--- src/exec_pkg.sv ---
////////////////////////////////////////////////////////////
// Shared widths, selector codes and stage structs for the
// three-stage operand path. Immediates arrive sign-extended.
// Shifts take only the low 5 bits of operand B
////////////////////////////////////////////////////////////

package exec_pkg;

	////////////////////////////////////////////////////////////
	// Widths and sizes
	////////////////////////////////////////////////////////////
	localparam int DATA_W    = 32;
	localparam int REG_IDX_W = 5;
	localparam int NUM_REGS  = 32;
	localparam int SEL_W     = 2;
	localparam int ALU_OP_W  = 3;
	// Shift amount taken from operand B
	localparam int SHAMT_W   = 5;

	typedef logic [DATA_W-1:0]    operand_t;
	typedef logic [REG_IDX_W-1:0] reg_idx_t;
	typedef logic [SEL_W-1:0]     sel_t;

	////////////////////////////////////////////////////////////
	// Operand source selectors
	////////////////////////////////////////////////////////////
	localparam sel_t SEL_RF      = 2'd0;
	// Immediate is only meaningful on operand B
	localparam sel_t SEL_IMM     = 2'd1;
	localparam sel_t SEL_EX_FORW = 2'd2;
	localparam sel_t SEL_WB_FORW = 2'd3;

	// ALU operations, code 7 unused
	typedef enum logic [ALU_OP_W-1:0] {
		ALU_ADD = 3'd0,
		ALU_SUB = 3'd1,
		ALU_AND = 3'd2,
		ALU_OR  = 3'd3,
		ALU_XOR = 3'd4,
		ALU_SLL = 3'd5,
		ALU_SRL = 3'd6
	} alu_op_e;

	////////////////////////////////////////////////////////////
	// Stage structs
	////////////////////////////////////////////////////////////
	// Decoded instruction presented to ID
	typedef struct packed {
		logic     valid;
		alu_op_e  op;
		reg_idx_t rd;
		reg_idx_t ra;
		reg_idx_t rb;
		logic     use_imm;
		operand_t imm;
	} issue_t;

	// EX destination as seen by forwarding control
	typedef struct packed {
		logic     valid;
		reg_idx_t rd;
	} ex_dst_t;

	// WB state, register file write and retire port in one
	typedef struct packed {
		logic     valid;
		reg_idx_t rd;
		operand_t data;
	} wb_t;

endpackage

--- src/reg_file.sv ---
////////////////////////////////////////////////////////////
// 32 x 32 register file, two async reads, one sync write.
// r0 reads zero and ignores writes. Write data is visible
// on the read ports only after the write edge
////////////////////////////////////////////////////////////

module reg_file (
	input  logic              clk,
	input  logic              rst_n,
	input  exec_pkg::reg_idx_t ra,
	input  exec_pkg::reg_idx_t rb,
	output exec_pkg::operand_t rf_a,
	output exec_pkg::operand_t rf_b,
	input  exec_pkg::wb_t      wb
);

	// Register storage
	exec_pkg::operand_t regs [exec_pkg::NUM_REGS];

	////////////////////////////////////////////////////////////
	// Write port
	////////////////////////////////////////////////////////////
	always_ff @(posedge clk) begin
		if (!rst_n) begin
			// All registers start at zero
			for (int i = 0; i < exec_pkg::NUM_REGS; i++) begin
				regs[i] <= '0;
			end
		end else if (wb.valid && (wb.rd != '0)) begin
			// Drop writes aimed at r0
			regs[wb.rd] <= wb.data;
		end
	end

	////////////////////////////////////////////////////////////
	// Read ports
	////////////////////////////////////////////////////////////
	// r0 forced to zero on read
	always_comb begin
		rf_a = (ra == '0) ? '0 : regs[ra];
		rf_b = (rb == '0) ? '0 : regs[rb];
	end

endmodule

--- src/fwd_ctrl.sv ---
////////////////////////////////////////////////////////////
// Operand source selection for the instruction in ID.
// EX wins over WB, WB over the register file.
// r0 is never forwarded. Purely combinational
////////////////////////////////////////////////////////////

module fwd_ctrl (
	input  exec_pkg::issue_t  issue,
	input  exec_pkg::ex_dst_t ex_dst,
	input  exec_pkg::wb_t     wb,
	output exec_pkg::sel_t    sel_a,
	output exec_pkg::sel_t    sel_b
);

	// Picks the newest producer of one source register
	function automatic exec_pkg::sel_t pick_src(
		input exec_pkg::reg_idx_t src,
		input exec_pkg::ex_dst_t  ex,
		input exec_pkg::wb_t      w
	);
		exec_pkg::sel_t sel;
		sel = exec_pkg::SEL_RF;
		if (src != '0) begin
			// Youngest result first
			if (ex.valid && (ex.rd == src)) begin
				sel = exec_pkg::SEL_EX_FORW;
			end else if (w.valid && (w.rd == src)) begin
				sel = exec_pkg::SEL_WB_FORW;
			end
		end
		return sel;
	endfunction

	////////////////////////////////////////////////////////////
	// Selectors
	////////////////////////////////////////////////////////////
	always_comb begin
		// Operand A never takes the immediate
		sel_a = pick_src(issue.ra, ex_dst, wb);
		// Immediate overrides any match on rb
		if (issue.use_imm) begin
			sel_b = exec_pkg::SEL_IMM;
		end else begin
			sel_b = pick_src(issue.rb, ex_dst, wb);
		end
	end

endmodule

--- src/operand_muxes.sv ---
////////////////////////////////////////////////////////////
// Operand forwarding muxes and EX operand registers.
// On the first ID freeze edge the operand is captured and
// kept until the release edge, which does not reload it
////////////////////////////////////////////////////////////

module operand_muxes (
	input  logic               clk,
	input  logic               rst_n,
	input  logic               id_freeze,
	input  logic               ex_freeze,
	input  exec_pkg::operand_t rf_a,
	input  exec_pkg::operand_t rf_b,
	input  exec_pkg::operand_t ex_forw,
	input  exec_pkg::operand_t wb_forw,
	input  exec_pkg::operand_t imm,
	input  exec_pkg::sel_t     sel_a,
	input  exec_pkg::sel_t     sel_b,
	output exec_pkg::operand_t operand_a,
	output exec_pkg::operand_t operand_b
);

	// Lane 0 is operand A, lane 1 is operand B
	exec_pkg::operand_t muxed [2];
	exec_pkg::operand_t opnd_q [2];
	logic               saved [2];

	////////////////////////////////////////////////////////////
	// Source muxes
	////////////////////////////////////////////////////////////
	// Operand A, immediate code falls back to the register file
	always_comb begin
		case (sel_a)
			exec_pkg::SEL_EX_FORW: muxed[0] = ex_forw;
			exec_pkg::SEL_WB_FORW: muxed[0] = wb_forw;
			default:               muxed[0] = rf_a;
		endcase
	end

	// Operand B
	always_comb begin
		case (sel_b)
			exec_pkg::SEL_IMM:     muxed[1] = imm;
			exec_pkg::SEL_EX_FORW: muxed[1] = ex_forw;
			exec_pkg::SEL_WB_FORW: muxed[1] = wb_forw;
			default:               muxed[1] = rf_b;
		endcase
	end

	////////////////////////////////////////////////////////////
	// Operand registers
	////////////////////////////////////////////////////////////
	for (genvar i = 0; i < 2; i++) begin : g_opnd
		always_ff @(posedge clk) begin
			if (!rst_n) begin
				opnd_q[i] <= '0;
				saved[i]  <= 1'b0;
			end else if (!ex_freeze && id_freeze && !saved[i]) begin
				// First frozen edge, keep this value
				opnd_q[i] <= muxed[i];
				saved[i]  <= 1'b1;
			end else if (!ex_freeze && !saved[i]) begin
				// Normal flow
				opnd_q[i] <= muxed[i];
			end else if (!ex_freeze && !id_freeze) begin
				// Release edge, hold value and drop the flag
				saved[i] <= 1'b0;
			end
		end
	end

	assign operand_a = opnd_q[0];
	assign operand_b = opnd_q[1];

endmodule

--- src/ex_stage.sv ---
////////////////////////////////////////////////////////////
// EX control, ALU and WB register. EX takes a bubble while
// ID is frozen and holds under ex_freeze. WB takes a bubble
// under ex_freeze so a held instruction retires once
////////////////////////////////////////////////////////////

module ex_stage (
	input  logic               clk,
	input  logic               rst_n,
	input  logic               id_freeze,
	input  logic               ex_freeze,
	input  exec_pkg::issue_t   issue,
	input  exec_pkg::operand_t operand_a,
	input  exec_pkg::operand_t operand_b,
	output exec_pkg::operand_t ex_forw,
	output exec_pkg::ex_dst_t  ex_dst,
	output exec_pkg::wb_t      wb
);

	// EX control state
	exec_pkg::ex_dst_t ex_q;
	exec_pkg::alu_op_e ex_op;
	// Shift amount from operand B
	logic [exec_pkg::SHAMT_W-1:0] shamt;

	////////////////////////////////////////////////////////////
	// EX control registers
	////////////////////////////////////////////////////////////
	always_ff @(posedge clk) begin
		if (!rst_n) begin
			ex_q  <= '0;
			ex_op <= exec_pkg::ALU_ADD;
		end else if (!ex_freeze) begin
			if (id_freeze) begin
				// Bubble while ID is held
				ex_q.valid <= 1'b0;
			end else begin
				ex_q.valid <= issue.valid;
				ex_q.rd    <= issue.rd;
				ex_op      <= issue.op;
			end
		end
	end

	// Destination seen by forwarding control
	assign ex_dst = ex_q;

	////////////////////////////////////////////////////////////
	// ALU
	////////////////////////////////////////////////////////////
	assign shamt = operand_b[exec_pkg::SHAMT_W-1:0];

	always_comb begin
		case (ex_op)
			exec_pkg::ALU_ADD: ex_forw = operand_a + operand_b;
			exec_pkg::ALU_SUB: ex_forw = operand_a - operand_b;
			exec_pkg::ALU_AND: ex_forw = operand_a & operand_b;
			exec_pkg::ALU_OR:  ex_forw = operand_a | operand_b;
			exec_pkg::ALU_XOR: ex_forw = operand_a ^ operand_b;
			// Logical shifts only
			exec_pkg::ALU_SLL: ex_forw = operand_a << shamt;
			exec_pkg::ALU_SRL: ex_forw = operand_a >> shamt;
			// Unused code gives zero
			default:           ex_forw = '0;
		endcase
	end

	////////////////////////////////////////////////////////////
	// WB register
	////////////////////////////////////////////////////////////
	always_ff @(posedge clk) begin
		if (!rst_n) begin
			wb <= '0;
		end else if (ex_freeze) begin
			// EX is held, nothing new to retire
			wb.valid <= 1'b0;
		end else begin
			wb.valid <= ex_q.valid;
			wb.rd    <= ex_q.rd;
			wb.data  <= ex_forw;
		end
	end

endmodule

--- src/exec_core.sv ---
////////////////////////////////////////////////////////////
// Operand path top. One issue per cycle when both freezes
// are low. ex_freeze must only be raised with id_freeze.
// retire is the WB stage state
////////////////////////////////////////////////////////////

module exec_core (
	input  logic              clk,
	input  logic              rst_n,
	input  exec_pkg::issue_t  issue,
	input  logic              id_freeze,
	input  logic              ex_freeze,
	output exec_pkg::wb_t     retire
);

	////////////////////////////////////////////////////////////
	// Internal nets
	////////////////////////////////////////////////////////////
	// Register file read data
	exec_pkg::operand_t rf_a;
	exec_pkg::operand_t rf_b;
	// Forwarding selectors
	exec_pkg::sel_t     sel_a;
	exec_pkg::sel_t     sel_b;
	// EX operands and result
	exec_pkg::operand_t operand_a;
	exec_pkg::operand_t operand_b;
	exec_pkg::operand_t ex_forw;
	exec_pkg::ex_dst_t  ex_dst;

	// Register file, written from WB
	reg_file u_reg_file (
		.clk   (clk),
		.rst_n (rst_n),
		.ra    (issue.ra),
		.rb    (issue.rb),
		.rf_a  (rf_a),
		.rf_b  (rf_b),
		.wb    (retire)
	);

	// Source selection for ID
	fwd_ctrl u_fwd_ctrl (
		.issue  (issue),
		.ex_dst (ex_dst),
		.wb     (retire),
		.sel_a  (sel_a),
		.sel_b  (sel_b)
	);

	// Muxes and EX operand registers
	operand_muxes u_operand_muxes (
		.clk       (clk),
		.rst_n     (rst_n),
		.id_freeze (id_freeze),
		.ex_freeze (ex_freeze),
		.rf_a      (rf_a),
		.rf_b      (rf_b),
		.ex_forw   (ex_forw),
		.wb_forw   (retire.data),
		.imm       (issue.imm),
		.sel_a     (sel_a),
		.sel_b     (sel_b),
		.operand_a (operand_a),
		.operand_b (operand_b)
	);

	// EX and WB stages
	ex_stage u_ex_stage (
		.clk       (clk),
		.rst_n     (rst_n),
		.id_freeze (id_freeze),
		.ex_freeze (ex_freeze),
		.issue     (issue),
		.operand_a (operand_a),
		.operand_b (operand_b),
		.ex_forw   (ex_forw),
		.ex_dst    (ex_dst),
		.wb        (retire)
	);

endmodule

--- config.mk ---
export PLATFORM = sky130hd
export DESIGN_NAME = exec_core
export DESIGN_NICKNAME = d
export VERILOG_FILES = /design/src/exec_pkg.sv /design/src/reg_file.sv /design/src/fwd_ctrl.sv /design/src/operand_muxes.sv /design/src/ex_stage.sv /design/src/exec_core.sv
export SDC_FILE = /design/constraint.sdc
export NUM_CORES = 2
export LEC_CHECK = 0
export BUFFER_PORTS_ARGS = -buffer_cell sky130_fd_sc_hd__buf_2
export CAP_MARGIN = 5
export CORE_AREA = 2 2 360 362
export CTS_CLUSTER_SIZE = 16
export DETAILED_ROUTE_END_ITERATION = 10
export DIE_AREA = 0 0 362 364
export GPL_TIMING_DRIVEN = 0
export PLACE_DENSITY = 0.71
export REMOVE_ABC_BUFFERS = 1
export SLEW_MARGIN = 20
export SYNTH_ARGS = -nofsm -noshare
export SYNTH_HDL_FRONTEND = slang
export SYNTH_SLANG_ARGS = --single-unit
export TNS_END_PERCENT = 10
--- constraint.sdc ---
create_clock -name clk -period 4.5 [get_ports clk]
set_input_delay 0 -clock clk [delete_from_list [all_inputs] [get_ports clk]]
set_output_delay 0 -clock clk [all_outputs]
set_load 0.01 [all_outputs]
* Word level (Yosys, flattened, before mapping)
Memory sizes are Yosys's and may differ from the RTL's.
Index checks and enable logic that the tools add are counted.
** Word-level totals
- Register bits after elaboration :: 47
- RAM bits :: 1090
- Memories :: 3
** Operators by class
- $add $sub $neg :: 2
- Equal/unequal tests :: 15
- Shift operators :: 2
- Multiplexer cells :: 51
- Bitwise gates (word level) :: 14
- Reduce and logical (&&, ||, !) cells :: 24
** Memory list
- u_reg_file.regs :: words 32, width 32, read ports 2, clocked after memory_dff 0, write ports 32, RTL line reg_file.sv:18 : exec_pkg::operand_t regs [exec_pkg::NUM_REGS];
- u_operand_muxes.opnd_q :: words 2, width 32, read ports 2, clocked after memory_dff 0, write ports 2, RTL line operand_muxes.sv:25 : exec_pkg::operand_t opnd_q [2];
- u_operand_muxes.saved :: words 2, width 1, read ports 2, clocked after memory_dff 0, write ports 2, RTL line operand_muxes.sv:26 : logic saved [2];
** Operators by type and width (count)
- $mux W32 :: 7
- $pmux W32 S7 :: 1
- $pmux W32 S3 :: 1
- $pmux W32 S2 :: 1
- $mux W1 :: 33
- $add A32 B32 Y32 :: 1
- $and A32 B32 Y32 :: 1
- $or A32 B32 Y32 :: 1
- $reduce_or A32 Y1 :: 1
- $shl A32 B5 Y32 :: 1
- $shr A32 B5 Y32 :: 1
- $sub A32 B32 Y32 :: 1
- $xor A32 B32 Y32 :: 1
- $eq A5 B5 Y1 :: 4
- $reduce_bool A5 Y1 :: 3
- $mux W2 :: 7
- $logic_and A1 B1 Y1 :: 11
- $logic_not A5 Y1 :: 2
- $eq A3 B3 Y1 const B :: 3
- $eq A2 B2 Y1 const B :: 4
- $or A1 B1 Y1 :: 8
- $eq A3 B2 Y1 const B :: 2
- $mux W5 :: 1
- $logic_not A1 Y1 :: 4
- 6 further kinds :: 8

* Longest topological paths before layout
- Depth in word-level cells :: 10
- Mapped depth :: 21
- Mapped depth without buffers :: 17

* Modules after synthesis
Synthesis repeated with hierarchy kept, for this count alone.
** Second synthesis, totals
- Cell total of the unflattened synthesis :: 5093
- Area total of the unflattened synthesis :: 67885.1 um^2
** By module, submodules not included
- reg_file :: instances 1, cells each 3509, area each 54204.5 um^2
- ex_stage :: instances 1, cells each 1245, area each 9472.8 um^2
- operand_muxes :: instances 1, cells each 299, area each 3916.3 um^2
- fwd_ctrl :: instances 1, cells each 40, area each 291.5 um^2

* Worst setup path after synthesis
Ideal clock, no wire load.
- Path kind :: flip-flop to flip-flop
- Start :: memory u_operand_muxes.opnd_q[1][0] in the netlist's numbering
- End :: memory u_operand_muxes.opnd_q[1][31] in the netlist's numbering, data pin
- Library setup time :: 0.270 ns
- Arrival time :: 4.308 ns
- Required time :: 4.230 ns
- Path slack :: -0.078 ns
- Cell stages (with the launch flop) :: 22
- Path buffers :: 4
- Clock period less this slack :: 4.578 ns
- Path through :: edfxtp_1 buf_2 inv_1 buf_2 clkbuf_1 ha_1 nor2b_1 nand4_1 nand2b_4 nor3_2 a31oi_1 xnor2_1 ha_1 clkbuf_1 a21o_1 a21o_1 a21oi_1 nand2_1 a2111oi_0 nor4_1 o21ai_0 a31oi_1
** RTL lines (RTL line)
- start, declared :: operand_muxes.sv:25

==> key figures <==
Synthesis
  • Asr flop ratio synth: 0%
  • Synth cell types: between 80 and 90
  • Post-synthesis sequential area ratio: 50.10%
  • Register bit total from synthesis: 1,137
  • Netlist Area Pre-Place: 0.06719 mm^2
  • Post-synth EDFFs: approximately 1,100
  • Warnings, synthesis: 0
  • Post-Synth Adder-Cell Area: around 1.8%
  • Main combinational cell family by area after synthesis: multiplexers
  • Top_reg_cell synth: edfxtp_1
  • XOR/XNOR Fraction of Synth Area: less than 1%
  • Mux cell area share after synthesis: approximately 25%
  • Simple-Gate Fraction of Synth Area: around 13%
  • Complex-gate fraction of the synthesized area: 6.322%
  • Cell count after synthesis: just under 5,000
  • Syn Area/Cell: about 14 um^2

Worst hold path
  • Worst hold path depth: 4
  • Min-Delay Path Class: in -> reg
  • Hold EP: u_operand_muxes.opnd_q[1][19]$_SDFFCE_PN0P_
  • Hold Startpoint: issue[19]

Route
  • Initial DRC Count: around 8,700
  • DR WL/cell: roughly 37 um
  • Via count: about 48,000
  • Post-Route WL: 245.6 mm
  • Routed Antenna Nets: 0
  • DR DRC count: 0
  • Drt first pass iters: 9
  • Post-DR vias/cell: between 7 and 8

Critical path
  • Crit path launch type: flop
  • Worst path slowest cell: or4_4
  • Reg-to-reg startpoint: u_operand_muxes.opnd_q[1][4]$_SDFFCE_PN0P_
  • Critical Path, Cell by Cell: or4_4 -> nor4_4 -> and2_4 -> nand4_1 -> nand2b_4 -> nor3_4 -> a21oi_1 -> xnor2_1 -> ha_4 -> a21o_1 -> a21o_1 -> a222oi_1 -> nand4_1 -> a211oi_2 -> o22ai_1
  • Crit path DAT: between 5 and 6 ns
  • Kind of critical path: reg -> reg
  • Crit. End Element: flop
  • R2R setup slack: -0.09 ns
  • Max incr delay on CP: a little under 0.6 ns
  • R2R depth: 15
  • Reg-to-reg critical path endpoint: u_operand_muxes.opnd_q[1][26]$_SDFFCE_PN0P_
  • Critical path fanouts, max: 6
  • CP required: around 5.0 ns

Pwr
  • Pwr/cell area: 352.7 mW/mm^2
  • Switching part of the total power: 28.68%
  • Highest ir drop seen on vdd: 0.0003382 V
  • Total internal power: around 20,000 uW
  • Leakage: approximately 0.028 uW
  • Net Switching: 7882 uW
  • Seq pwr share: a little under half
  • Gate power share: ~17%
  • Clock share of power: 36.3%
  • Tot Pwr: ~27,000 uW

Final layout
  • Final Util: 60.72%
  • Area growth syn-to-layout: 15.96%
  • Commonest non-fill, non-tap cell in the layout: edfxtp_1
  • # fillers: around 9,300
  • # nets final: about 5,000
  • Share of layout cells above drive strength 1: 27.97%
  • Most frequent cells in the layout: 1,089 x edfxtp_1, 1,007 x and2_1, 651 x mux4_2, 173 x nand2_1, 161 x nor2_1

Timing
  • Clk_skew: approximately 0.048 ns
  • Final Hold Vio Count: 0
  • Crit path time final: 4.585 ns
  • Final slew viol count: 0
  • Setup_tns: -0.3114 ns
  • Setup ws final: -0.08526 ns
  • Setup Viol. Count Final: 9
  • Relative slew slack: just under 8%
  • RSZ-0062 raised after global routing: true
  • Final Cycle Share: 101.9%
  • Slew @ Worst Pin: 1.380 ns
  • Fmax: 0.2181 GHz

Run status
  • Failing checks: setup timing
  • Status: finished, violations left

CTS
  • Worst-Skew Late Latency: around 0.8 ns
  • CTS HTree Levels: 3
  • CTS Sinks: roughly 1,100
  • Max clock buf depth: 3
  • CTS Buf Count: 117
  • Worst-path clk slew: 0.07 ns
  • Root buffer selected by CTS: clkbuf_16
  • TritonCTS clock tree: done

Die
  • Chip Height: 364 um
  • Total die area: between 0.1 and 0.15 mm^2
  • Starting density of the core: between 50 and 60%
  • DIE WIDTH: roughly 360 um
  • Num rows: 132
  • CORE AREA: 0.1283 mm^2
  • I/O Pins: between 90 and 100

Placed design
  • Number of I/O port buffers: 93
  • Hpwl dp: 164.5 mm
  • RePlAce Congestion: between 0.9 and 1

GRT
  • Largest net degree at the start of global routing: 81
  • GRT Util Overall: between 30% and 40%
  • Initial antenna violation count: 17
  • First-pass GRT wire length: between 300 and 400 mm
  • Vias in the first global route: 47,470
  • Gr ovfl total: 0

Run
  • Maxcap violations: 0
## critical path: cells and delay by family, from the launching register on
| kind | cells | cell delay, ns |
|---|---|---|
| AND/OR/NAND/NOR | 7 | 1.84 |
| AO/OA/AOI/OAI | 6 | 1.43 |
| flip-flops | 1 | 0.47 |
| adder cells (fa/ha/maj) | 1 | 0.27 |
| XOR/XNOR | 1 | 0.25 |
## cells by family after synthesis
kind of cell,after synthesis
AND/OR/NAND/NOR,1522
flip-flops,1137
multiplexers,815
AO/OA/AOI/OAI,667
buffers and inverters,581
adder cells (fa/ha/maj),98
XOR/XNOR,69
other,1
## how the worst max path moves through the flow
stage	start	to	slack (ns)	cells past startpoint
floorplan	u_operand_muxes.opnd_q[1][0]$_SDFFCE_PN0P_	u_operand_muxes.opnd_q[1][23]$_SDFFCE_PN0P_	-1.93	14
global placement	issue[33]	u_operand_muxes.opnd_q[1][6]$_SDFFCE_PN0P_	-7.97	8
detailed placement	u_operand_muxes.opnd_q[1][0]$_SDFFCE_PN0P_	u_operand_muxes.opnd_q[0][31]$_DFFE_PP_	-1.67	20
CTS	u_operand_muxes.opnd_q[1][4]$_SDFFCE_PN0P_	u_operand_muxes.opnd_q[1][27]$_SDFFCE_PN0P_	-0.1	17
global route	u_operand_muxes.opnd_q[1][4]$_SDFFCE_PN0P_	u_operand_muxes.opnd_q[1][31]$_SDFFCE_PN0P_	-0.20	17
finish	u_operand_muxes.opnd_q[1][4]$_SDFFCE_PN0P_	u_operand_muxes.opnd_q[1][26]$_SDFFCE_PN0P_	-0.09	15
## metal layers
| metal | GRT usage (%) | vias to the layer above | share of wire (%) | wire [um] |
|---|---|---|---|---|
| li1 | - | 18900 | - | - |
| met1 | 45.60 | 23850 | 33 | 80680 |
| met2 | 57.19 | 3980 | 45 | 110600 |
| met3 | 10.81 | 1115 | 13 | 32060 |
| met4 | 26.31 | 18 | 9.0 | 22050 |
| met5 | 0.3268 | - | 0.069 | 170 |
## through the flow
stage          hold slack [ns]  cell area, um^2  std cells  worst slack (ns)
6_report               0.04399            77910       6706          -0.08526
5_1_grt                0.02538            77900       6701           -0.1961
2_1_floorplan           0.1357            65220       4427            -1.931
3_3_place_gp            0.2386            67780       6195            -7.967
4_1_cts               0.006004            77630       6695          -0.09917
3_5_place_dp            0.2473            72390       6361            -1.675
## power by group through the flow
| stage | Clock, uW | Sequential, uW | Combinational, uW |
|---|---|---|---|
| after global routing | 10400 | 12700 | 4930 |
| after CTS | 9940 | 12700 | 4560 |
| after floorplan | 0 | 12600 | 2290 |
| final | 9970 | 12700 | 4790 |
| after detailed placement | 0 | 12900 | 4350 |
| after global placement | 0 | 13100 | 4130 |
## what timing repair did
action,CTS,global route
cloned,1,0
setup endpoints to repair,86,51
buffers inserted,27,5
gates resized for setup,75,51
hold buffers,88,0
pin swaps,20,17
endpoints found under the hold margin,75,0
## sequential cells by signal (all words and copies together), names as in the netlist
signal,count
u_ex_stage.ex_dst,6
u_ex_stage.wb,38
u_operand_muxes.saved,2
u_ex_stage.ex_op,3
u_reg_file.regs,1024
u_operand_muxes.opnd_q,64
## Yosys cell counts, types with 48 or more instances
| cell | n | area (um^2) |
|---|---|---|
| ha_1 | 97 | 1214 |
| inv_1 | 84 | 315.3 |
| dfxtp_1 | 48 | 960.9 |
| clkbuf_1 | 349 | 1310 |
| nand2_1 | 179 | 671.9 |
| a21oi_1 | 169 | 845.8 |
| o21ai_0 | 176 | 880.8 |
| nor2_1 | 196 | 735.7 |
| mux4_2 | 651 | 14660 |
| edfxtp_1 | 1089 | 32700 |
| xnor2_1 | 49 | 429.2 |
| and2_1 | 1009 | 6312 |
| o22ai_1 | 65 | 406.6 |
| mux2i_1 | 84 | 840.8 |
| buf_2 | 90 | 450.4 |
| mux2_2 | 76 | 855.8 |
## cell type report
| type | count | area (um^2) | area share, % |
|---|---|---|---|
| Clock buffer | 145 | 3109 | 3.991 |
| Multi-Input combinational cell | 3203 | 32340 | 41.51 |
| Timing Repair inverter | 1 | 8.758 | 0.01124 |
| Antenna cell | 5 | 12.51 | 0.01606 |
| Timing Repair Buffer | 379 | 5523 | 7.088 |
| Clock inverter | 74 | 745.7 | 0.9571 |
| Sequential cell | 1137 | 33710 | 43.26 |
| Inverter | 87 | 371.6 | 0.4769 |
| Tap cell | 1675 | 2096 | 2.690 |
Power figures use the tool's default switching activity.
